<file path="config.mk">
export PLATFORM = sky130hd
export DESIGN_NAME = chnbuf_readout
export DESIGN_NICKNAME = d
export VERILOG_FILES = /design/src/chnbuf_pkg.sv /design/src/mcont_cmd_pkg.sv /design/src/chnbuf_readout.sv
export VERILOG_INCLUDE_DIRS = /design/src
export SDC_FILE = /design/constraint.sdc
export NUM_CORES = 1
export LEC_CHECK = 0
export BUFFER_PORTS_ARGS = -buffer_cell sky130_fd_sc_hd__buf_2
export CAP_MARGIN = 20
export CORE_AREA = 2 2 136 138
export CTS_CLUSTER_DIAMETER = 30
export CTS_CLUSTER_SIZE = 14
export DETAILED_ROUTE_END_ITERATION = 7
export DIE_AREA = 0 0 138 140
export GPL_TIMING_DRIVEN = 0
export SYNTH_ARGS = -nofsm -noshare
export SYNTH_HDL_FRONTEND = slang
export SYNTH_SLANG_ARGS = --single-unit
</file>
<file path="constraint.sdc">
create_clock -name clk -period 2.45 [get_ports clk]
set_clock_uncertainty 0.1 [all_clocks]
set_input_delay 0.735 -clock clk [delete_from_list [all_inputs] [get_ports clk]]
set_output_delay 0.735 -clock clk [all_outputs]
set_load 0.02 [all_outputs]
</file>
<file path="src/mcont_settings.svh">
//********************
// Build-wide sizes for the read path from the memory controller
// to the channel page buffers
// Included by RTL, packages and testbench alike
//********************
`ifndef MCONT_SETTINGS_SVH
`define MCONT_SETTINGS_SVH

// Channel blocks on the shared bus, at most 16
`define NUM_CHN 4

// Words per page, power of two
`define PAGE_WORDS 16

// Memory data word width
`define MCONT_DW 64

`endif
</file>
<file path="src/chnbuf_pkg.sv">
//********************
// Channel-buffer-side types
// Word address, page index and full-page count of the double buffer
//********************
`include "mcont_settings.svh"

package chnbuf_pkg;

    // Word index within one page
    typedef logic [$clog2(`PAGE_WORDS)-1:0] waddr_t;

    // Page select of the double buffer
    typedef logic page_t;

    // Full pages held, 0 to 2
    typedef logic [1:0] pcnt_t;

    // Upper bound of the page count
    localparam pcnt_t PCNT_FULL = 2'd2;

endpackage

</file>
<file path="src/mcont_cmd_pkg.sv">
//********************
// Memory-controller-side types
// Channel number and the host command word with its two decodings
//********************
package mcont_cmd_pkg;

    // Field widths inside the 16-bit command word
    localparam int WCNT_W    = 6;
    localparam int REF_CNT_W = 14;

    // Channel number as carried on the buffer bus
    typedef logic [3:0] chn_t;

    // Opcode, top two bits of every command
    typedef enum logic [1:0] {
        CMD_NOP     = 2'd0,
        CMD_READ    = 2'd1,
        CMD_REFRESH = 2'd2
    } cmd_op_e;

    // Read view
    typedef struct packed {
        cmd_op_e           op;
        chn_t              chn;
        logic [WCNT_W-1:0] wcnt;
        logic [3:0]        pad;
    } cmd_rd_s;

    // Refresh view, same opcode position
    typedef struct packed {
        cmd_op_e              op;
        logic [REF_CNT_W-1:0] cycles;
    } cmd_ref_s;

    // One word, decoded by opcode
    typedef union packed {
        cmd_rd_s  rd;
        cmd_ref_s rf;
    } mcont_cmd_u;

endpackage

</file>
<file path="src/chnbuf_readout.sv">
//********************
// Host readout of the channel buffers
// Routes address and release to the selected channel, registers its word
//********************
`timescale 1ns/1ps
`include "mcont_settings.svh"

module chnbuf_readout (
    input  logic                                 clk,
    input  logic                                 rst_nclk,
    input  logic                                 rd_en,
    input  mcont_cmd_pkg::chn_t                  rd_chn,
    input  chnbuf_pkg::waddr_t                   rd_addr,
    input  logic                                 page_release,
    input  logic [`NUM_CHN-1:0][`MCONT_DW-1:0]   chn_rdata,
    output chnbuf_pkg::waddr_t [`NUM_CHN-1:0]    chn_rd_addr,
    output logic [`NUM_CHN-1:0]                  chn_release,
    output logic                                 rd_valid,
    output logic [`MCONT_DW-1:0]                 rd_data
);
    import mcont_cmd_pkg::*;
    import chnbuf_pkg::*;

    // Address only toggles on the selected channel
    always_comb begin
        for (int i = 0; i < `NUM_CHN; i++) begin
            chn_rd_addr[i] = (rd_chn == chn_t'(i)) ? rd_addr : waddr_t'(0);
            chn_release[i] = page_release && (rd_chn == chn_t'(i));
        end
    end

    // Read result one cycle after rd_en
    always_ff @(posedge clk) begin
        if (rst_nclk) begin
            rd_valid <= 1'b0;
        end else begin
            rd_valid <= rd_en;
        end
    end

    always_ff @(posedge clk) begin
        if (rd_en) begin
            rd_data <= chn_rdata[rd_chn];
        end
    end

    // Channel must exist when read or released
    a_rd_chn_range: assert property (@(posedge clk) disable iff (rst_nclk)
        (rd_en || page_release) |-> (rd_chn < `NUM_CHN));

endmodule

</file>
==> metrics.md <==
| Metric | Value |
|---|---|
| Antenna diodes | `0` |
| Post-cts sizing count | `13` |
| Headroom to the max-slew limit | `42.9%` |
| Fin. Hold Viols | `0` |
| CTS H-tree lvls | `3` |
| IO Pins | `353` |
| Hold path start | `rst_nclk` |
| Ys Warns | `0` |
| Clk pwr share | `37.0%` |
| Post-DP Area | `0.00578 sq mm` |
| Synthesized area | `0.00371 sq mm` |
| Seq cells post-synth | `65` |
| DR vias/cell | `4.43` |
| Failing checks | `setup timing` |
| Synthesis-to-layout area growth | `65.6%` |
| Routed WL per cell | `17.8 um` |
| Detailed placement HPWL | `11400 um` |
| Die height | `140 um` |
| Total Wirelength | `13700 um` |
| Critical Path Sink Type | `output port` |
| Initial drt markers | `114` |
| Leak | `2.76 nW` |
| Period utilization | `103%` |
| IO buf count | `350` |
| Die W | `138 um` |
| Crit start category | `primary input` |
| Internal cell power | `2.61 mW` |
| Commonest non-fill, non-tap cell in the layout | `buf_2` |
| Most frequent cells in the layout | `343 x buf_2, 64 x mux4_2, 64 x edfxtp_1` |
| Clock tree buffer depth | `2` |
| Pre-Repair DR Iteration Count | `4` |
| Max-cap violations | `0` |
| Total track usage | `13.9%` |
| Hold Path Sink | `rd_valid$_SDFF_PP0_` |
| CTS Sinks | `65` |
| CTS clk-pin slew, worst paths | `60 ps` |
| Die area | `0.0193 sq mm` |
| Critical Path RT | `1620 ps` |
| RSZ-0062 raised after global routing | `true` |
| Synthesized Nets | `442` |
| Gr busiest metal | `met2` |
| Setup ws final | `-68.8 ps` |
| Max-slew violation count | `0` |
| Minimum clock period | `2520 ps` |
| # DRC | `0` |
| Antenna-violating nets left | `0` |
| Switching fraction of total power | `26.2%` |
| Vias in the first global route | `3853` |
| VDD IR max | `0.288 mV` |
| Met1 Usage GRT | `15.0%` |
| Count of cell types in the netlist | `12` |
| Setup WS pre-CTS | `-233 ps` |
| Share of cells above drive strength 1 | `85.0%` |
| Syn_area_per_cell | `21.3 sq um` |
| Core Region | `0.0178 sq mm` |
| Final core occ | `34.6%` |
| Critical path arrival | `1680 ps` |
| Starting Density | `20.9%` |
| Nets | `803` |
| Sequential Power Share | `39.4%` |
| Crit path max fanout | `5` |
| CTS buffer count | `9` |
| Hold_buf cts | `0` |
| Met3 usage | `4.27%` |
| Worst hold path stage count | `2` |
| Largest net degree at the start of global routing | `66` |
| Psw | `927 uW` |
| Total gr overflow | `0` |
| Global-route wire length before repair | `21000 um` |
| Final Setup Violations | `12` |
| Syn Inst Count | `174` |
| Outcome | `finished, violations left` |
| Initial antenna violation count | `0` |
| Gpl congestion | `0.969` |
| Overall power | `3.54 mW` |
| M2 GR Usage | `25.4%` |
| Setup Crit Path Kind | `primary input to output port` |
| Root buffer cell | `clkbuf_16` |
| Least-Margin Pin Slew | `856 ps` |
| Worst hold path class | `primary input to flip-flop` |
| Post-CTS Setup Repair Bufs | `0` |
| Power per Cell Area | `575 mW/mm^2` |
| CTS tree | `done` |
| Fmax | `397 MHz` |
| Post-route design area | `0.00615 sq mm` |
| Part of the power in combinational logic | `23.6%` |
| DR vias | `3408` |
| WHS | `453 ps` |
| Seq/Total Area, Yosys | `52.3%` |
| Site Rows | `49` |
[kinds of logic (layout without fill, tap and decap cells)]
family	Yosys count	in the layout	synth area share, %
buffers and inverters	16	382	4.92
flip-flops	65	65	52.3
multiplexers	64	64	38.8
AND/OR/NAND/NOR	29	29	3.98
[registers in the layout (all words and copies together) (netlist names)]
signal,cells
rd_valid,1
rd_data,64
[cell type report]
class                   instances  area, sq um
clock buffers                  10          239
multi-input cells              93         1640
repair buffers                350         1780
fillers                      1760        11600
plain buffers                  16          195
well taps                     229          287
flip-flops and latches         65         1940
clock inverters                 6         66.3
[per-layer routing]
metal	part of all wire, %	vias up	routed length [um]
met2	53	199	7290
li1	-	1501	-
met4	2.6	0	355
met1	37	1679	5080
met5	0	-	0
met3	7.3	29	996
[how the worst max path moves through the flow]
stage | cells past startpoint | slack [ps] | endpoint | from
floorplan | 2 | 60 | chn_rd_addr[10] | rd_chn[3]
global placement | 5 | -200 | chn_release[3] | rd_chn[1]
detailed placement | 5 | -230 | chn_release[3] | rd_chn[1]
CTS | 4 | -60 | chn_rd_addr[3] | rd_chn[3]
global route | 4 | -110 | chn_release[2] | rd_chn[3]
finish | 4 | -70 | chn_rd_addr[6] | rd_chn[3]
[cells in the mapped netlist (all sizes together)]
cell type  instances  area [sq um]
buf               16           183
dfxtp              1          20.0
edfxtp            64          1920
mux4              64          1440
nand2              1          3.75
nand2b             2          12.5
nor2              15          56.3
nor2b              1          6.26
nor3               5          25.0
or3b               5          43.8
[metrics by stage]
step | TNS, ps | cells
after CTS | -722 | 769
final | -620 | 769
after global routing | -1060 | 769
after global placement | -1460 | 753
after floorplan | 0 | 174
after detailed placement | -1820 | 753
[critical path: stages]
cell	delay, ps
buf_2	120
or3b_2	530
nor2_2	150
buf_4	150
[power groups by stage]
stage / registers, mW / logic (mW) / clock network [mW]
after detailed placement: 1.42 / 0.836 / 0
after global routing: 1.40 / 0.889 / 1.40
final: 1.39 / 0.834 / 1.31
after CTS: 1.39 / 0.842 / 1.37
after global placement: 1.41 / 0.816 / 0
after floorplan: 1.57 / 0.275 / 0
(Power assumes the default switching activity.)
