File: src/mcont_settings.svh
//********************
// Build-wide sizes for the read path from the memory controller
// to the channel page buffers
// Included by RTL, packages and testbench alike
//********************
`ifndef MCONT_SETTINGS_SVH
`define MCONT_SETTINGS_SVH

// Channel blocks on the shared bus, at most 16
`define NUM_CHN 4

// Words per page, power of two
`define PAGE_WORDS 16

// Memory data word width
`define MCONT_DW 64

`endif
File: src/chnbuf_pkg.sv
//********************
// Channel-buffer-side types
// Word address, page index and full-page count of the double buffer
//********************
`include "mcont_settings.svh"

package chnbuf_pkg;

    // Word index within one page
    typedef logic [$clog2(`PAGE_WORDS)-1:0] waddr_t;

    // Page select of the double buffer
    typedef logic page_t;

    // Full pages held, 0 to 2
    typedef logic [1:0] pcnt_t;

    // Upper bound of the page count
    localparam pcnt_t PCNT_FULL = 2'd2;

endpackage

File: src/mcont_cmd_pkg.sv
//********************
// Memory-controller-side types
// Channel number and the host command word with its two decodings
//********************
package mcont_cmd_pkg;

    // Field widths inside the 16-bit command word
    localparam int WCNT_W    = 6;
    localparam int REF_CNT_W = 14;

    // Channel number as carried on the buffer bus
    typedef logic [3:0] chn_t;

    // Opcode, top two bits of every command
    typedef enum logic [1:0] {
        CMD_NOP     = 2'd0,
        CMD_READ    = 2'd1,
        CMD_REFRESH = 2'd2
    } cmd_op_e;

    // Read view
    typedef struct packed {
        cmd_op_e           op;
        chn_t              chn;
        logic [WCNT_W-1:0] wcnt;
        logic [3:0]        pad;
    } cmd_rd_s;

    // Refresh view, same opcode position
    typedef struct packed {
        cmd_op_e              op;
        logic [REF_CNT_W-1:0] cycles;
    } cmd_ref_s;

    // One word, decoded by opcode
    typedef union packed {
        cmd_rd_s  rd;
        cmd_ref_s rf;
    } mcont_cmd_u;

endpackage

File: src/chnbuf_channel.sv
//********************
// One channel block on the shared bus
// Register stage plus a two-page buffer, filled from the bus and
// read and released by the host one page at a time
//********************
`timescale 1ns/1ps
`include "mcont_settings.svh"

module chnbuf_channel #(
    parameter int CHN_NUMBER = 0
) (
    input  logic                 clk,
    input  logic                 rst_nclk,
    input  logic                 ext_buf_wr,
    input  logic                 ext_buf_wpage_nxt,
    input  mcont_cmd_pkg::chn_t  ext_buf_wchn,
    input  logic                 ext_buf_wrefresh,
    input  logic                 ext_buf_wrun,
    input  logic [`MCONT_DW-1:0] ext_buf_wdata,
    input  chnbuf_pkg::waddr_t   rd_addr,
    input  logic                 page_release,
    output logic                 page_ready,
    output logic [`MCONT_DW-1:0] rdata
);
    import chnbuf_pkg::*;

    logic                 buf_wr_chn;
    logic                 buf_wpage_nxt_chn;
    logic                 buf_run;
    logic [`MCONT_DW-1:0] buf_wdata_chn;
    logic                 wr_en;

    // Two pages back to back, page index on top
    logic [`MCONT_DW-1:0] mem [2*`PAGE_WORDS];

    page_t  wr_page;
    waddr_t wr_addr;
    page_t  rd_page;
    pcnt_t  pcnt;

    mcont_to_chnbuf_reg #(
        .CHN_NUMBER (CHN_NUMBER)
    ) u_reg (
        .rst_nclk          (rst_nclk),
        .clk               (clk),
        .ext_buf_wr        (ext_buf_wr),
        .ext_buf_wpage_nxt (ext_buf_wpage_nxt),
        .ext_buf_wchn      (ext_buf_wchn),
        .ext_buf_wrefresh  (ext_buf_wrefresh),
        .ext_buf_wrun      (ext_buf_wrun),
        .ext_buf_wdata     (ext_buf_wdata),
        .buf_wr_chn        (buf_wr_chn),
        .buf_wpage_nxt_chn (buf_wpage_nxt_chn),
        .buf_run           (buf_run),
        .buf_wdata_chn     (buf_wdata_chn)
    );

    // Words only count inside a read
    assign wr_en = buf_wr_chn && buf_run;

    //********************
    // Page storage
    //********************
    always_ff @(posedge clk) begin
        if (wr_en) begin
            mem[{wr_page, wr_addr}] <= buf_wdata_chn;
        end
    end

    // Host side, combinational
    assign rdata      = mem[{rd_page, rd_addr}];
    assign page_ready = (pcnt != '0);

    //********************
    // Fill and release bookkeeping
    //********************
    always_ff @(posedge clk) begin
        if (rst_nclk) begin
            wr_page <= 1'b0;
            wr_addr <= '0;
            rd_page <= 1'b0;
            pcnt    <= '0;
        end else begin
            if (buf_wpage_nxt_chn) begin
                // Page closed, start the other one
                wr_page <= ~wr_page;
                wr_addr <= '0;
            end else if (wr_en) begin
                wr_addr <= wr_addr + 1'b1;
            end
            if (page_release) begin
                rd_page <= ~rd_page;
            end
            // Close and release together leave the count
            case ({buf_wpage_nxt_chn, page_release})
                2'b10:   pcnt <= pcnt + 1'b1;
                2'b01:   pcnt <= pcnt - 1'b1;
                default: pcnt <= pcnt;
            endcase
        end
    end

    // No free page left for the incoming word
    a_wr_full: assert property (@(posedge clk) disable iff (rst_nclk)
        wr_en |-> (pcnt != PCNT_FULL));

    // Nothing to release
    a_rel_empty: assert property (@(posedge clk) disable iff (rst_nclk)
        page_release |-> (pcnt != '0));

endmodule

File: src/mcont_to_chnbuf_reg.sv
//********************
// Falling-edge register stage between the shared bus and one channel
// Keeps only the traffic addressed to CHN_NUMBER outside refresh
//********************
`timescale 1ns/1ps
`include "mcont_settings.svh"

module mcont_to_chnbuf_reg #(
    parameter int CHN_NUMBER = 0
) (
    input  logic                 rst_nclk,
    input  logic                 clk,
    input  logic                 ext_buf_wr,
    input  logic                 ext_buf_wpage_nxt,
    input  mcont_cmd_pkg::chn_t  ext_buf_wchn,
    input  logic                 ext_buf_wrefresh,
    input  logic                 ext_buf_wrun,
    input  logic [`MCONT_DW-1:0] ext_buf_wdata,
    output logic                 buf_wr_chn,
    output logic                 buf_wpage_nxt_chn,
    output logic                 buf_run,
    output logic [`MCONT_DW-1:0] buf_wdata_chn
);
    import mcont_cmd_pkg::*;

    logic chn_match;
    logic buf_chn_sel;

    // This channel addressed and no refresh on the bus
    assign chn_match = (ext_buf_wchn == chn_t'(CHN_NUMBER)) && !ext_buf_wrefresh;

    // Strobes, half a cycle behind the bus
    always_ff @(negedge clk) begin
        if (rst_nclk) begin
            buf_chn_sel       <= 1'b0;
            buf_wr_chn        <= 1'b0;
            buf_run           <= 1'b0;
            buf_wpage_nxt_chn <= 1'b0;
        end else begin
            buf_chn_sel       <= chn_match;
            // Qualified by the select of the previous cycle
            buf_wr_chn        <= buf_chn_sel && ext_buf_wr;
            buf_run           <= chn_match && ext_buf_wrun;
            buf_wpage_nxt_chn <= chn_match && ext_buf_wpage_nxt;
        end
    end

    // Data only on a qualified write
    always_ff @(negedge clk) begin
        if (buf_chn_sel && ext_buf_wr) begin
            buf_wdata_chn <= ext_buf_wdata;
        end
    end

    // Read and refresh are exclusive on the bus
    a_run_refresh: assert property (@(negedge clk) disable iff (rst_nclk)
        !(ext_buf_wrefresh && ext_buf_wrun));

endmodule

File: config.mk
export PLATFORM = sky130hd
export DESIGN_NAME = chnbuf_channel
export DESIGN_NICKNAME = d
export VERILOG_FILES = /design/src/chnbuf_pkg.sv /design/src/mcont_cmd_pkg.sv /design/src/chnbuf_channel.sv /design/src/mcont_to_chnbuf_reg.sv
export VERILOG_INCLUDE_DIRS = /design/src
export SDC_FILE = /design/constraint.sdc
export NUM_CORES = 2
export LEC_CHECK = 0
export BUFFER_PORTS_ARGS = -buffer_cell sky130_fd_sc_hd__buf_2
export CAP_MARGIN = 40
export CORE_MARGIN = 4
export CORE_UTILIZATION = 60
export DETAILED_ROUTE_END_ITERATION = 16
export HOLD_SLACK_MARGIN = 0.1
export PLACE_DENSITY = 0.84
export SYNTH_ARGS = -nofsm -noshare
export SYNTH_HDL_FRONTEND = slang
export SYNTH_SLANG_ARGS = --single-unit
File: constraint.sdc
create_clock -name clk -period 12.58 [get_ports clk]
set_clock_uncertainty 0.1 [all_clocks]
set_input_delay 1.887 -clock clk [delete_from_list [all_inputs] [get_ports clk]]
set_output_delay 1.887 -clock clk [all_outputs]
set_load 0.005 [all_outputs]
==> results.ini <==
[floorplan]
dieArea_um2=138200
rows=133
initial_core_util_pct=60.41
core_um2=131500
die_x_um=371.8
ios=144
die_h_um=371.8

[routing]
finalWirelength_um=239300
via_count=42928
maxUsedRoutingLayer=met5
first_pass_iters=6
final_antenna_net_count=0
wl_per_cell_um=41.95
wl_met3_um=36710
met2_length_um=113500
viasPerCell=7.526
met1_length_um=72570
drt-initial-drc-count=8876
route.detailed.drc=0

[timing]
max-slew-margin-rel_pct=32.82
tightest_slew_ns=1.008
slew_viol_final=0
whs_ns=0.3990
hold_viol_final=0
rsz0062_at_grt=false
finalSetupViolCount=0
tns_ns=0

[min_path]
hold_class=reg -> reg

[cts]
h-tree-depth=4
holdBufCountCts=0
cts_made_buffers=199
cts_num_sinks=2124
cts_resized=0
worstSkewPairLatency_ns=0.84
cts_tree=done
postCtsSetupBuffers=0
cts.path.max_buffers=3
clock-root-buffer=clkbuf_16
clk_pin_slew_ns=0.06

[grt]
antenna_found_initial=5
track_usage_pct=34.50
grt_pass1_wl_um=331900
grt-ovfl-total=0
grt_start_max_net_pins=119
grt_pass1_vias=43046

[place]
dp_hpwl_um=120600
port-buffer-count=143
gp_congestion=0.7968

[synthesis]
yosysMostFrequentCell=edfxtp_1
syn_inst=3370
async_flop_share_pct=0
synth-edff-count=2112
synth_top_area_share_pct=79.86
synth.area.top_cells=edfxtp_1 (80%), mux4_2 (13%), o22ai_1 (1.7%)
synth.avg_cell_area_um2=23.56
syn_nets=3454
synth.distinct_cells=46
synth_seq_cells=2124
yosysSeqAreaShare_pct=80.17
synth.top_cells.by_count=edfxtp_1 (2,112), mux4_2 (449), o22ai_1 (220)
ys_warn_count=0
syn_area_um2=79410
yosys.area.top_type=edfxtp_1
ys.flop_type=edfxtp_1

[power]
vdd_drop_max_uv=145.4
p_per_area_nw_per_um2=160.3
p_leak_nw=28.94

[final_layout]
drive_above_1_share_pct=28.71
fin_nets=3860
area_delta_synth_final_pct=14.70

[critical_path]
r2r_slack_ns=2.76
crit_type=reg -> reg
crit_path_max_fanout=28
crit_family=simple AND/OR/NAND/NOR gates
cp-endpoint=mem[21][8]$_DFFE_PP_
reg2reg_from=u_reg.buf_run$_SDFF_NP0_
r2r-end=mem[21][8]$_DFFE_PP_
cp.required_ns=12.99
cp_slowest_stage_delay_ns=0.90
path_cells=and2_1 > nand2_1 > nor2_4 > buf_4 > buf_12
slowest_stage=nor2_4
startpoint=u_reg.buf_run$_SDFF_NP0_
crit_cells=5
r2r_cells=5
startpoint_type=flip-flop
critPathCaptureType=flip-flop
crit_buf_inv=2
cp_data_arrival_time_ns=10.23

[outcome]
status=finished, final reports clean

[job]
maxCapViolCount=0

sequential cells by signal, indices dropped and copies added (netlist names):
| name | count |
|---|---|
| mem | 2048 |
| u_reg.buf_wr_chn | 1 |
| u_reg.buf_wdata_chn | 64 |
| u_reg.buf_run | 1 |
| wr_page | 1 |
| rd_page | 1 |
| u_reg.buf_wpage_nxt_chn | 1 |
| wr_addr | 4 |
| u_reg.buf_chn_sel | 1 |
| pcnt | 2 |
how the worst min path moves through the flow:
stage	start	endpoint	slack, ns	cells past startpoint
6_report	pcnt[1]$_SDFFE_PP0P_	pcnt[1]$_SDFFE_PP0P_	0.40	2
2_1_floorplan	pcnt[1]$_SDFFE_PP0P_	pcnt[1]$_SDFFE_PP0P_	0.35	2
3_3_place_gp	pcnt[1]$_SDFFE_PP0P_	pcnt[1]$_SDFFE_PP0P_	0.36	2
3_5_place_dp	pcnt[1]$_SDFFE_PP0P_	pcnt[1]$_SDFFE_PP0P_	0.39	2
4_1_cts	pcnt[1]$_SDFFE_PP0P_	pcnt[1]$_SDFFE_PP0P_	0.40	2
5_1_grt	pcnt[1]$_SDFFE_PP0P_	pcnt[1]$_SDFFE_PP0P_	0.45	2
layer usage:
metal / vias to the layer above / global-route usage, %
met2: 5113 / 53.82
met5: - / 0
met4: 8 / 17.42
met3: 1050 / 9.325
met1: 21362 / 45.63
li1: 15395 / -
stage by stage:
step | util, % | worst slack, ns | cell area (µm²) | cells | power (W)
final | 69.29 | 2.764 | 91090 | 5704 | 0.01460
after global routing | 69.28 | 2.745 | 91080 | 5701 | 0.01496
after CTS | 69.03 | 2.869 | 90750 | 5687 | 0.01457
after detailed placement | 63.82 | 2.663 | 83900 | 5249 | 0.008392
after global placement | 62.45 | 2.678 | 82100 | 5164 | 0.008369
after floorplan | - | 0.1807 | 79420 | 3370 | 0.008193
worst reg2reg max path, stage by stage (launching register included):
cell,delay (ns)
dfxtp_1,0.29
and2_1,0.39
nand2_1,0.59
nor2_4,0.90
buf_4,0.59
buf_12,0.31
report_power, final:
group / switching, W / internal [W] / total [W]
Clock: 0.00288 / 0.00348 / 0.00636
Combinational: 0.000342 / 0.000226 / 0.000568
Sequential: 0.00000503 / 0.00767 / 0.00767
Total: 0.00323 / 0.0114 / 0.0146
area by class of cell:
type                    count  area [µm²]
flip-flops and latches   2124       63660
fillers                  7029       40380
multi-input cells        1063       14840
clock buffers             245        5293
repair buffers            317        3520
well taps                1755        2196
clock inverters           194        1559
inverters                   3       11.26
diodes                      3       7.507
kinds of logic (layout without fill, tap and decap cells):
logic type / count (synthesis) / after routing / share of synthesized area (%)
and+or+nand+nor: 197 / 197 / 1.336
adders and majority gates: 5 / 5 / 0.07878
xor gates and xnor gates: 6 / 6 / 0.06617
AOI/OAI and AO/OA: 294 / 294 / 2.415
other: 0 / 3 / 0
muxes: 561 / 561 / 14.44
DFF: 2124 / 2124 / 80.17
buffers and inverters: 183 / 759 / 1.502
cells in the final DEF (no fill, tap or decap), types with 5 or more instances in the layout:
master / n
a21oi_1: 11
and2_1: 7
buf_12: 28
clkbuf_1: 37
dfxtp_1: 12
nand2_1: 13
edfxtp_1: 2112
mux2_2: 16
ha_1: 5
buf_4: 72
nor4_1: 55
nor2_1: 13
mux4_2: 449
nor2b_1: 17
buf_2: 142
nor2_4: 26
inv_1: 74
nand2_2: 5
a22oi_1: 32
buf_16: 46
bufinv_16: 20
clkinv_2: 41
mux4_1: 13
nand3_1: 16
clkinv_8: 5
a221oi_1: 8
clkinvlp_4: 9
o22ai_1: 220
nor3_1: 10
clkbuf_16: 206
a211oi_1: 5
mux2i_1: 83
o21ai_0: 5
clkinv_1: 31
buf_8: 25
inv_16: 6
(Power assumes the default switching activity.)
