$ cat src/mcont_settings.svh
//********************
// Build-wide sizes for the read path from the memory controller
// to the channel page buffers
// Included by RTL, packages and testbench alike
//********************
`ifndef MCONT_SETTINGS_SVH
`define MCONT_SETTINGS_SVH

// Channel blocks on the shared bus, at most 16
`define NUM_CHN 4

// Words per page, power of two
`define PAGE_WORDS 16

// Memory data word width
`define MCONT_DW 64

`endif
$ cat src/mcont_cmd_pkg.sv
//********************
// Memory-controller-side types
// Channel number and the host command word with its two decodings
//********************
package mcont_cmd_pkg;

    // Field widths inside the 16-bit command word
    localparam int WCNT_W    = 6;
    localparam int REF_CNT_W = 14;

    // Channel number as carried on the buffer bus
    typedef logic [3:0] chn_t;

    // Opcode, top two bits of every command
    typedef enum logic [1:0] {
        CMD_NOP     = 2'd0,
        CMD_READ    = 2'd1,
        CMD_REFRESH = 2'd2
    } cmd_op_e;

    // Read view
    typedef struct packed {
        cmd_op_e           op;
        chn_t              chn;
        logic [WCNT_W-1:0] wcnt;
        logic [3:0]        pad;
    } cmd_rd_s;

    // Refresh view, same opcode position
    typedef struct packed {
        cmd_op_e              op;
        logic [REF_CNT_W-1:0] cycles;
    } cmd_ref_s;

    // One word, decoded by opcode
    typedef union packed {
        cmd_rd_s  rd;
        cmd_ref_s rf;
    } mcont_cmd_u;

endpackage

$ cat src/mcont_read_sequencer.sv
//********************
// Read sequencer of the memory controller
// Decodes host commands and streams returned memory words onto
// the shared channel-buffer write bus with its strobes
//********************
`timescale 1ns/1ps
`include "mcont_settings.svh"

module mcont_read_sequencer (
    input  logic                      clk,
    input  logic                      rst_nclk,
    input  logic                      cmd_valid,
    input  mcont_cmd_pkg::mcont_cmd_u cmd,
    input  logic                      mem_rd_valid,
    input  logic [`MCONT_DW-1:0]      mem_rd_data,
    output logic                      busy,
    output logic                      ext_buf_wr,
    output logic                      ext_buf_wpage_nxt,
    output mcont_cmd_pkg::chn_t       ext_buf_wchn,
    output logic                      ext_buf_wrefresh,
    output logic                      ext_buf_wrun,
    output logic [`MCONT_DW-1:0]      ext_buf_wdata
);
    import mcont_cmd_pkg::*;

    // Wide enough to hold PAGE_WORDS itself
    localparam int CNT_W = $clog2(`PAGE_WORDS + 1);

    typedef enum logic [1:0] {
        S_IDLE,
        S_READ,
        S_PEND,
        S_REF
    } state_e;

    state_e               state;
    logic [CNT_W-1:0]     word_total;
    logic [CNT_W-1:0]     word_cnt;
    logic [CNT_W-1:0]     word_cnt_nxt;
    logic [REF_CNT_W-1:0] ref_cnt;

    assign word_cnt_nxt = word_cnt + 1'b1;

    //********************
    // Command FSM
    //********************
    always_ff @(posedge clk) begin
        if (rst_nclk) begin
            state             <= S_IDLE;
            busy              <= 1'b0;
            ext_buf_wrun      <= 1'b0;
            ext_buf_wrefresh  <= 1'b0;
            ext_buf_wpage_nxt <= 1'b0;
            ext_buf_wchn      <= '0;
            word_total        <= '0;
            word_cnt          <= '0;
            ref_cnt           <= '0;
        end else begin
            case (state)
                S_IDLE: begin
                    // Opcode sits in the same bits of both views
                    if (cmd_valid) begin
                        case (cmd.rd.op)
                            CMD_READ: begin
                                state        <= S_READ;
                                busy         <= 1'b1;
                                ext_buf_wrun <= 1'b1;
                                ext_buf_wchn <= cmd.rd.chn;
                                word_total   <= CNT_W'(cmd.rd.wcnt);
                                word_cnt     <= '0;
                            end
                            CMD_REFRESH: begin
                                state            <= S_REF;
                                busy             <= 1'b1;
                                ext_buf_wrefresh <= 1'b1;
                                ref_cnt          <= cmd.rf.cycles;
                            end
                            default: begin
                                state <= S_IDLE;
                            end
                        endcase
                    end
                end
                S_READ: begin
                    // Count words as they go out on the bus
                    if (mem_rd_valid) begin
                        word_cnt <= word_cnt_nxt;
                        if (word_cnt_nxt == word_total) begin
                            state <= S_PEND;
                        end
                    end
                end
                S_PEND: begin
                    // First cycle pulses next-page, second one ends the read
                    if (!ext_buf_wpage_nxt) begin
                        ext_buf_wpage_nxt <= 1'b1;
                    end else begin
                        ext_buf_wpage_nxt <= 1'b0;
                        ext_buf_wrun      <= 1'b0;
                        busy              <= 1'b0;
                        state             <= S_IDLE;
                    end
                end
                S_REF: begin
                    // Zero count behaves as one cycle
                    if (ref_cnt <= REF_CNT_W'(1)) begin
                        ext_buf_wrefresh <= 1'b0;
                        busy             <= 1'b0;
                        state            <= S_IDLE;
                    end else begin
                        ref_cnt <= ref_cnt - 1'b1;
                    end
                end
                default: begin
                    state <= S_IDLE;
                end
            endcase
        end
    end

    //********************
    // Write strobe and data
    //********************
    // Not filtered during refresh, channels drop those
    always_ff @(posedge clk) begin
        if (rst_nclk) begin
            ext_buf_wr <= 1'b0;
        end else begin
            ext_buf_wr <= busy && mem_rd_valid;
        end
    end

    always_ff @(posedge clk) begin
        if (busy && mem_rd_valid) begin
            ext_buf_wdata <= mem_rd_data;
        end
    end

    // Host must wait for busy low
    a_cmd_while_busy: assert property (@(posedge clk) disable iff (rst_nclk)
        cmd_valid |-> !busy);

    // Read length within one page
    a_read_wcnt: assert property (@(posedge clk) disable iff (rst_nclk)
        (cmd_valid && cmd.rd.op == CMD_READ) |->
            (cmd.rd.wcnt != '0 && cmd.rd.wcnt <= `PAGE_WORDS));

endmodule

$ cat config.mk
export PLATFORM = sky130hd
export DESIGN_NAME = mcont_read_sequencer
export DESIGN_NICKNAME = d
export VERILOG_FILES = /design/src/mcont_cmd_pkg.sv /design/src/mcont_read_sequencer.sv
export VERILOG_INCLUDE_DIRS = /design/src
export SDC_FILE = /design/constraint.sdc
export NUM_CORES = 1
export LEC_CHECK = 0
export BUFFER_PORTS_ARGS = -buffer_cell sky130_fd_sc_hd__clkbuf_2
export CORE_ASPECT_RATIO = 0.75
export CORE_MARGIN = 3
export CORE_UTILIZATION = 43
export DETAILED_ROUTE_END_ITERATION = 10
export GPL_ROUTABILITY_DRIVEN = 0
export PLACE_DENSITY = 0.73
export REMOVE_ABC_BUFFERS = 1
export SETUP_SLACK_MARGIN = 0.15
export SLEW_MARGIN = 20
export SYNTH_ARGS = -nofsm -noshare
export SYNTH_HDL_FRONTEND = slang
export SYNTH_SLANG_ARGS = --single-unit
$ cat constraint.sdc
create_clock -name clk -period 2.54 [get_ports clk]
set_clock_uncertainty 0.1 [all_clocks]
set_input_delay 0.127 -clock clk [delete_from_list [all_inputs] [get_ports clk]]
set_output_delay 0.127 -clock clk [all_outputs]
set_load 0.02 [all_outputs]
==> results of run 1 <==
==> logic make-up (layout without fill, tap and decap cells) <==
kind of cell / count (synthesis) / count (layout) / share of synthesized area (%)
compound gates: 79 / 79 / 12.66
xor+xnor: 7 / 7 / 1.579
fa+ha+maj: 5 / 5 / 1.611
buf+inv: 22 / 259 / 2.642
flops: 99 / 99 / 67.53
mux: 1 / 1 / 0.2577
other cells: 0 / 1 / 0
simple gates: 108 / 108 / 13.72
==> layout make-up <==
cell class | count | share of cell area [%]
Timing Repair Buffer | 236 | 27.19
Antenna cell | 1 | 0.04282
Clock buffer | 9 | 3.854
Tap cell | 108 | 2.312
Inverter | 7 | 0.4496
Sequential cell | 99 | 44.87
Multi-Input combinational cell | 200 | 20.00
Clock inverter | 7 | 1.285
==> power groups by stage <==
stage	combinational (uW)	clock (uW)	sequential, uW
5_1_grt	551	1460	1830
4_1_cts	498	1400	1820
3_5_place_dp	406	0	1860
6_report	512	1370	1830
2_1_floorplan	170	0	1910
3_3_place_gp	395	0	1860
==> layer usage <==
layer	track usage, %	wire (um)	share of wire, %	vias up
met2	37.55	5999	53	126
met5	0	0	0	-
met4	8.746	248	2.2	0
met3	5.947	645	5.7	23
met1	25.96	4398	39	1609
li1	-	-	-	1637
==> timing repair <==
item	CTS	global route
resized for setup	0	2
hold buffers	73	0
hold endpoints to repair	73	0
setup endpoints to repair	0	5
==> flip-flops by register name (all words and copies together), names as in the netlist, 2 cells and up <==
signal	cells
ref_cnt	14
ext_buf_wdata	64
state	2
word_cnt	5
ext_buf_wchn	4
word_total	5
==> through the flow <==
| stage | area, sq um | hold slack, ns | instances | utilization (%) |
|---|---|---|---|---|
| 6_report | 5844 | 0.01441 | 667 | 67.68 |
| 5_1_grt | 5842 | 0.03365 | 666 | 67.65 |
| 4_1_cts | 5833 | 0.002897 | 666 | 67.55 |
| 3_3_place_gp | 4802 | 0.2039 | 577 | 55.61 |
| 2_1_floorplan | 3807 | 0.08944 | 306 | - |
| 3_5_place_dp | 4802 | 0.2057 | 577 | 55.61 |
==> synth_stat cells (all sizes together), types with 2 or more instances <==
master,number
buf,5
xor2,2
clkbuf,10
nor2,23
or3,7
a21oi,33
o31ai,2
ha,5
and3,2
inv,7
dfxtp,35
or4,5
nand2,41
o21ai,25
a211oi,3
nor3,8
o21a,4
xnor2,5
and2,6
edfxtp,64
nor4,4
a22o,2
nor2b,2
a21o,2
or2,2
nand3,4
==> how the worst max path moves through the flow <==
stage	from	end	slack, ns	depth (start not counted)
finish	ref_cnt[6]$_SDFFE_PP0P_	ref_cnt[1]$_SDFFE_PP0P_	0.29	5
floorplan	busy$_SDFFE_PP0P_	ext_buf_wdata[0]$_DFFE_PP_	0.005	1
global route	ref_cnt[6]$_SDFFE_PP0P_	ref_cnt[1]$_SDFFE_PP0P_	0.16	5
CTS	ref_cnt[1]$_SDFFE_PP0P_	ref_cnt[8]$_SDFFE_PP0P_	0.26	7
detailed placement	ref_cnt[1]$_SDFFE_PP0P_	ref_cnt[8]$_SDFFE_PP0P_	0.28	7
global placement	ref_cnt[0]$_SDFFE_PP0P_	ref_cnt[8]$_SDFFE_PP0P_	0.36	7
==> worst min-delay path: stages <==
cell and delay [ns]:
clkbuf_2 0.08, nand2_1 0.04, o21ai_0 0.06, nand2_1 0.06, a21oi_1 0.05
==> out/qor.yml, run 1 <==
outcome:
  status: "complete, no violations"
min_path:
  worstHoldEndpoint: "ref_cnt[3]$_SDFFE_PP0P_"
  min_path_cells: 5
  hp-start: "cmd[3]"
  hold_path.class: "primary input to flop"
worst_setup_path:
  critical_path_buf_inv_count: 0
  crit_family: "simple AND/OR/NAND/NOR gates"
  cp_cell_sequence: "or4_1 > nor4_4 > o21a_4 > a211oi_1 > a211oi_1"
  crit_path_max_fanout: 15
  reg2reg_slack_ns: 0.29
  end_kind: "flop"
  criticalPathCategory: "flop to flop"
  path_common_cell: "a211oi_1"
  crit_required_ns: 2.68
  rr_startpoint: "ref_cnt[6]$_SDFFE_PP0P_"
  worst-r2r-cell-count: 5
  slowest_delay_ns: 0.73
  worstSetupStartpointType: "flop"
  slowest_stage: "or4_1"
  r2r-end: "ref_cnt[1]$_SDFFE_PP0P_"
  arrival_ns: 2.39
floorplanning:
  design.core.area_sq_um: 8636
  die_w_um: 115.7
  pin_count: 157
  die_area_sq_um: 10220
  rows: 29
  die_y_um: 88.31
  initial_core_util_pct: 44.97
power:
  power_frac_clock_pct: 37.0
  leakage_uw: 0.002433
  finalPower_uw: 3711
  p_comb_share_pct: 13.8
  switching_share_pct: 24.85
  power_density_nw_per_um2: 635.0
  vdd_drop_max_mv: 0.4131
  switchingPower_uw: 922.2
  p_int_uw: 2789
  p_seq_share_pct: 49.2
synthesis:
  synth_seq_cells: 99
  ys_types: 47
  synth_cells: 321
  synth_edf_count: 64
  yosysTopAreaCell: "edfxtp_1"
  ys_warn_count: 0
  ys_top_cells_by_area: "edfxtp_1, dfxtp_1, nand2_1"
  synthArstFlopShare_pct: 0
  syn_avg_cell_area_sq_um: 12.10
  ys.flop_type: "edfxtp_1"
  ys_seq_area_share_pct: 67.53
  synth_area_sq_um: 3884
  synth_top_cell_area_share_pct: 49.48
clocking:
  cts_sinks: 99
  numCtsBuffers: 9
  post_cts.repair.setup_buffers: 0
  htree_levels: 3
  cts_buffer_depth: 2
  clk_pin_slew_worst_paths_ns: 0.07
  root_buffer: "clkbuf_16"
  clk-insertion-delay-late_ns: 0.35
  cts_tree: "built"
routing:
  wire_per_inst_um: 16.93
  wirelength_um: 11290
  vias: 3395
  dr.pass1.iters: 4
  drc: 0
  ant_nets: 0
  via_per_inst: 5.090
  drt_iter0_markers: 213
sta:
  final.setup.worst_slack_ns: 0.2920
  setup_tns_ns: 0
  worst-slew-pin-transition_ns: 0.5837
  rsz0062_at_grt: "no"
  fin_crit_ns: 2.248
  fmax_ghz: 0.4448
  finalHoldViolations: 0
  slew-limit-headroom_pct: 61.08
  setup_viol: 0
  slew_violations: 0
  finalCritPeriodShare_pct: 88.50
grt:
  grt_pass1_vias: 3362
  overflow: 0
  grt_pass1_wl_um: 16810
  grt_usage_pct: 21.70
  antenna_found_initial: 0
  grt_max_degree: 32
placed_design:
  port_buffers: 156
  post-place-ws_ns: 0.2792
  dp_hpwl_um: 7032
final_layout:
  n_fill_cell: 639
  layout_common_cells: "clkbuf_2, dlygate4sd3_1, edfxtp_1"
  final_common_cell: "clkbuf_2"
  area_growth_pct: 50.48
  nets: 642
  multiInputGateArea_sq_um: 1169
  drive_gt1_share_pct: 34.77
  regArea_sq_um: 2623
flow_run:
  maxCapViolCount: 0
No activity file was read; power rests on OpenSTA's default activity.
==> run 2, diff against run 1 <==
--- a/config.mk
+++ b/config.mk
@@ -12,6 +12,7 @@
 export CORE_UTILIZATION = 43
 export DETAILED_ROUTE_END_ITERATION = 10
 export GPL_ROUTABILITY_DRIVEN = 0
+export GPL_TIMING_DRIVEN = 0
 export PLACE_DENSITY = 0.73
 export REMOVE_ABC_BUFFERS = 1
 export SETUP_SLACK_MARGIN = 0.15
==> run 2 against run 1 <==
Effect of this change: critical path depth stayed put; global-route usage down 2.0 points; fmax is 0.65% higher; register-to-register slack hardly changed; largest power group unchanged; highest routed layer unchanged.
==> out/qor.yml, run 2 (synthesis results as in run 1) <==
outcome:
  status: "complete, no violations"
routing:
  wirelength_um: 10300
  vias: 3318
  ant_nets: 0
  wire_per_inst_um: 15.61
  drt_iter0_markers: 239
  via_per_inst: 5.027
  drc: 0
  dr.pass1.iters: 4
flow_run:
  maxCapViolCount: 0
sta:
  rsz0062_at_grt: "yes"
  fin_crit_ns: 2.233
  hold_slack_ns: 0.03403
  worst-slew-pin-transition_ns: 0.7843
  final.setup.worst_slack_ns: 0.3066
  fmax_ghz: 0.4477
  setup_viol: 0
  finalHoldViolations: 0
  slew_violations: 0
  slew-limit-headroom_pct: 47.71
  finalCritPeriodShare_pct: 87.93
floorplanning:
  die_area_sq_um: 10220
  die_y_um: 88.31
  initial_core_util_pct: 44.97
  die_w_um: 115.7
  rows: 29
  pin_count: 157
  design.core.area_sq_um: 8636
worst_setup_path:
  r2r-end: "ref_cnt[1]$_SDFFE_PP0P_"
  reg2reg_slack_ns: 0.31
  worst-r2r-cell-count: 5
  arrival_ns: 2.37
  crit_required_ns: 2.68
  worstSetupStartpointType: "flop"
  criticalPathCategory: "flop to flop"
  cp-startpoint: "ref_cnt[6]$_SDFFE_PP0P_"
  rr_startpoint: "ref_cnt[6]$_SDFFE_PP0P_"
  crit_path_max_fanout: 15
  end_kind: "flop"
  crit_end: "ref_cnt[1]$_SDFFE_PP0P_"
final_layout:
  n_fill_cell: 685
  regArea_sq_um: 2623
  largest_register: "ext_buf_wdata"
  area_growth_pct: 49.77
  multiInputGateArea_sq_um: 1194
  largest_register_ffs: 64
  drive_gt1_share_pct: 34.42
  nets: 636
  reg_top3: "ext_buf_wdata x64, ref_cnt x14"
  layout_common_cells: "clkbuf_2, dlygate4sd3_1, edfxtp_1"
  diodes: 0
  fin_cells: 660
  final_common_cell: "clkbuf_2"
grt:
  grt_pass1_vias: 3284
  antenna_found_initial: 0
  grt_pass1_wl_um: 15840
  use_met1_pct: 25.67
  grt_usage_pct: 19.67
  grtUsageMet2_pct: 33.09
  globalRoute.busiestLayer: "met2"
  grt_max_degree: 63
  use_met3_pct: 5.058
  overflow: 0
clocking:
  clk-insertion-delay-late_ns: 0.33
  numCtsBuffers: 9
  root_buffer: "clkbuf_16"
  cts_sinks: 99
  cts_tree: "built"
  clk_pin_slew_worst_paths_ns: 0.07
  post_cts.repair.setup_buffers: 0
  htree_levels: 3
  cts_buffer_depth: 2
placed_design:
  port_buffers: 156
  dp_cells: 571
  post-place-ws_ns: -0.3930
  dp_hpwl_um: 6783
min_path:
  hold_path.class: "primary input to flop"
power:
  vdd_drop_max_mv: 0.5305
  leakage_uw: 0.002415
  power_density_nw_per_um2: 633.4
run 2: routing by layer:
| metal | up-vias | wire, um |
|---|---|---|
| met1 | 1577 | 4278 |
| met4 | 0 | 153 |
| li1 | 1621 | - |
| met3 | 18 | 507 |
| met2 | 102 | 5362 |
| met5 | - | 0 |
run 2: layout make-up:
cell class	count	area share [%]
Clock inverter	6	1.226
Inverter	7	0.4517
Sequential cell	99	45.09
Timing Repair Buffer	230	26.46
Tap cell	108	2.323
Clock buffer	10	3.936
Multi-Input combinational cell	200	20.52
run 2: power breakdown:
part	internal, uW	switching, uW
registers	1780	43.2
clock network	773	581
logic	231	273
total	2790	897
run 2: how the worst min path moves through the flow:
stage / from / to / slack (ns) / depth (start not counted)
3_5_place_dp: mem_rd_data[35] / ext_buf_wdata[35]$_DFFE_PP_ / 0.21 / 1
2_1_floorplan: rst_nclk / ref_cnt[5]$_SDFFE_PP0P_ / 0.09 / 1
3_3_place_gp: mem_rd_data[49] / ext_buf_wdata[49]$_DFFE_PP_ / 0.20 / 1
6_report: cmd[0] / ref_cnt[0]$_SDFFE_PP0P_ / 0.03 / 3
4_1_cts: cmd[0] / ref_cnt[0]$_SDFFE_PP0P_ / 0.03 / 3
5_1_grt: cmd[0] / ref_cnt[0]$_SDFFE_PP0P_ / 0.06 / 3
run 2: critical path, stage by stage (launching register included):
cell      delay (ns)
dfxtp_1         0.35
or4_1           0.73
nor4_4          0.39
o21a_4          0.30
a211oi_1        0.08
a211oi_1        0.20
run 2: repair_timing:
| action | in CTS | in global routing |
|---|---|---|
| cloned | 0 | 0 |
| endpoints found under the setup margin | 11 | 7 |
| resized for setup | 2 | 5 |
| endpoints found under the hold margin | 73 | 0 |
| hold buffers | 73 | 0 |
run 2: through the flow:
stage               setup TNS [ns]  power (uW)  util [%]  cell area, sq um
global route                     0        3834     67.36              5817
detailed placement          -1.671        2254     55.04              4753
floorplan                        0        2082         -              3807
finish                           0        3684     67.36              5817
CTS                              0        3698     67.05              5791
global placement            -26.56        2239     54.69              4723
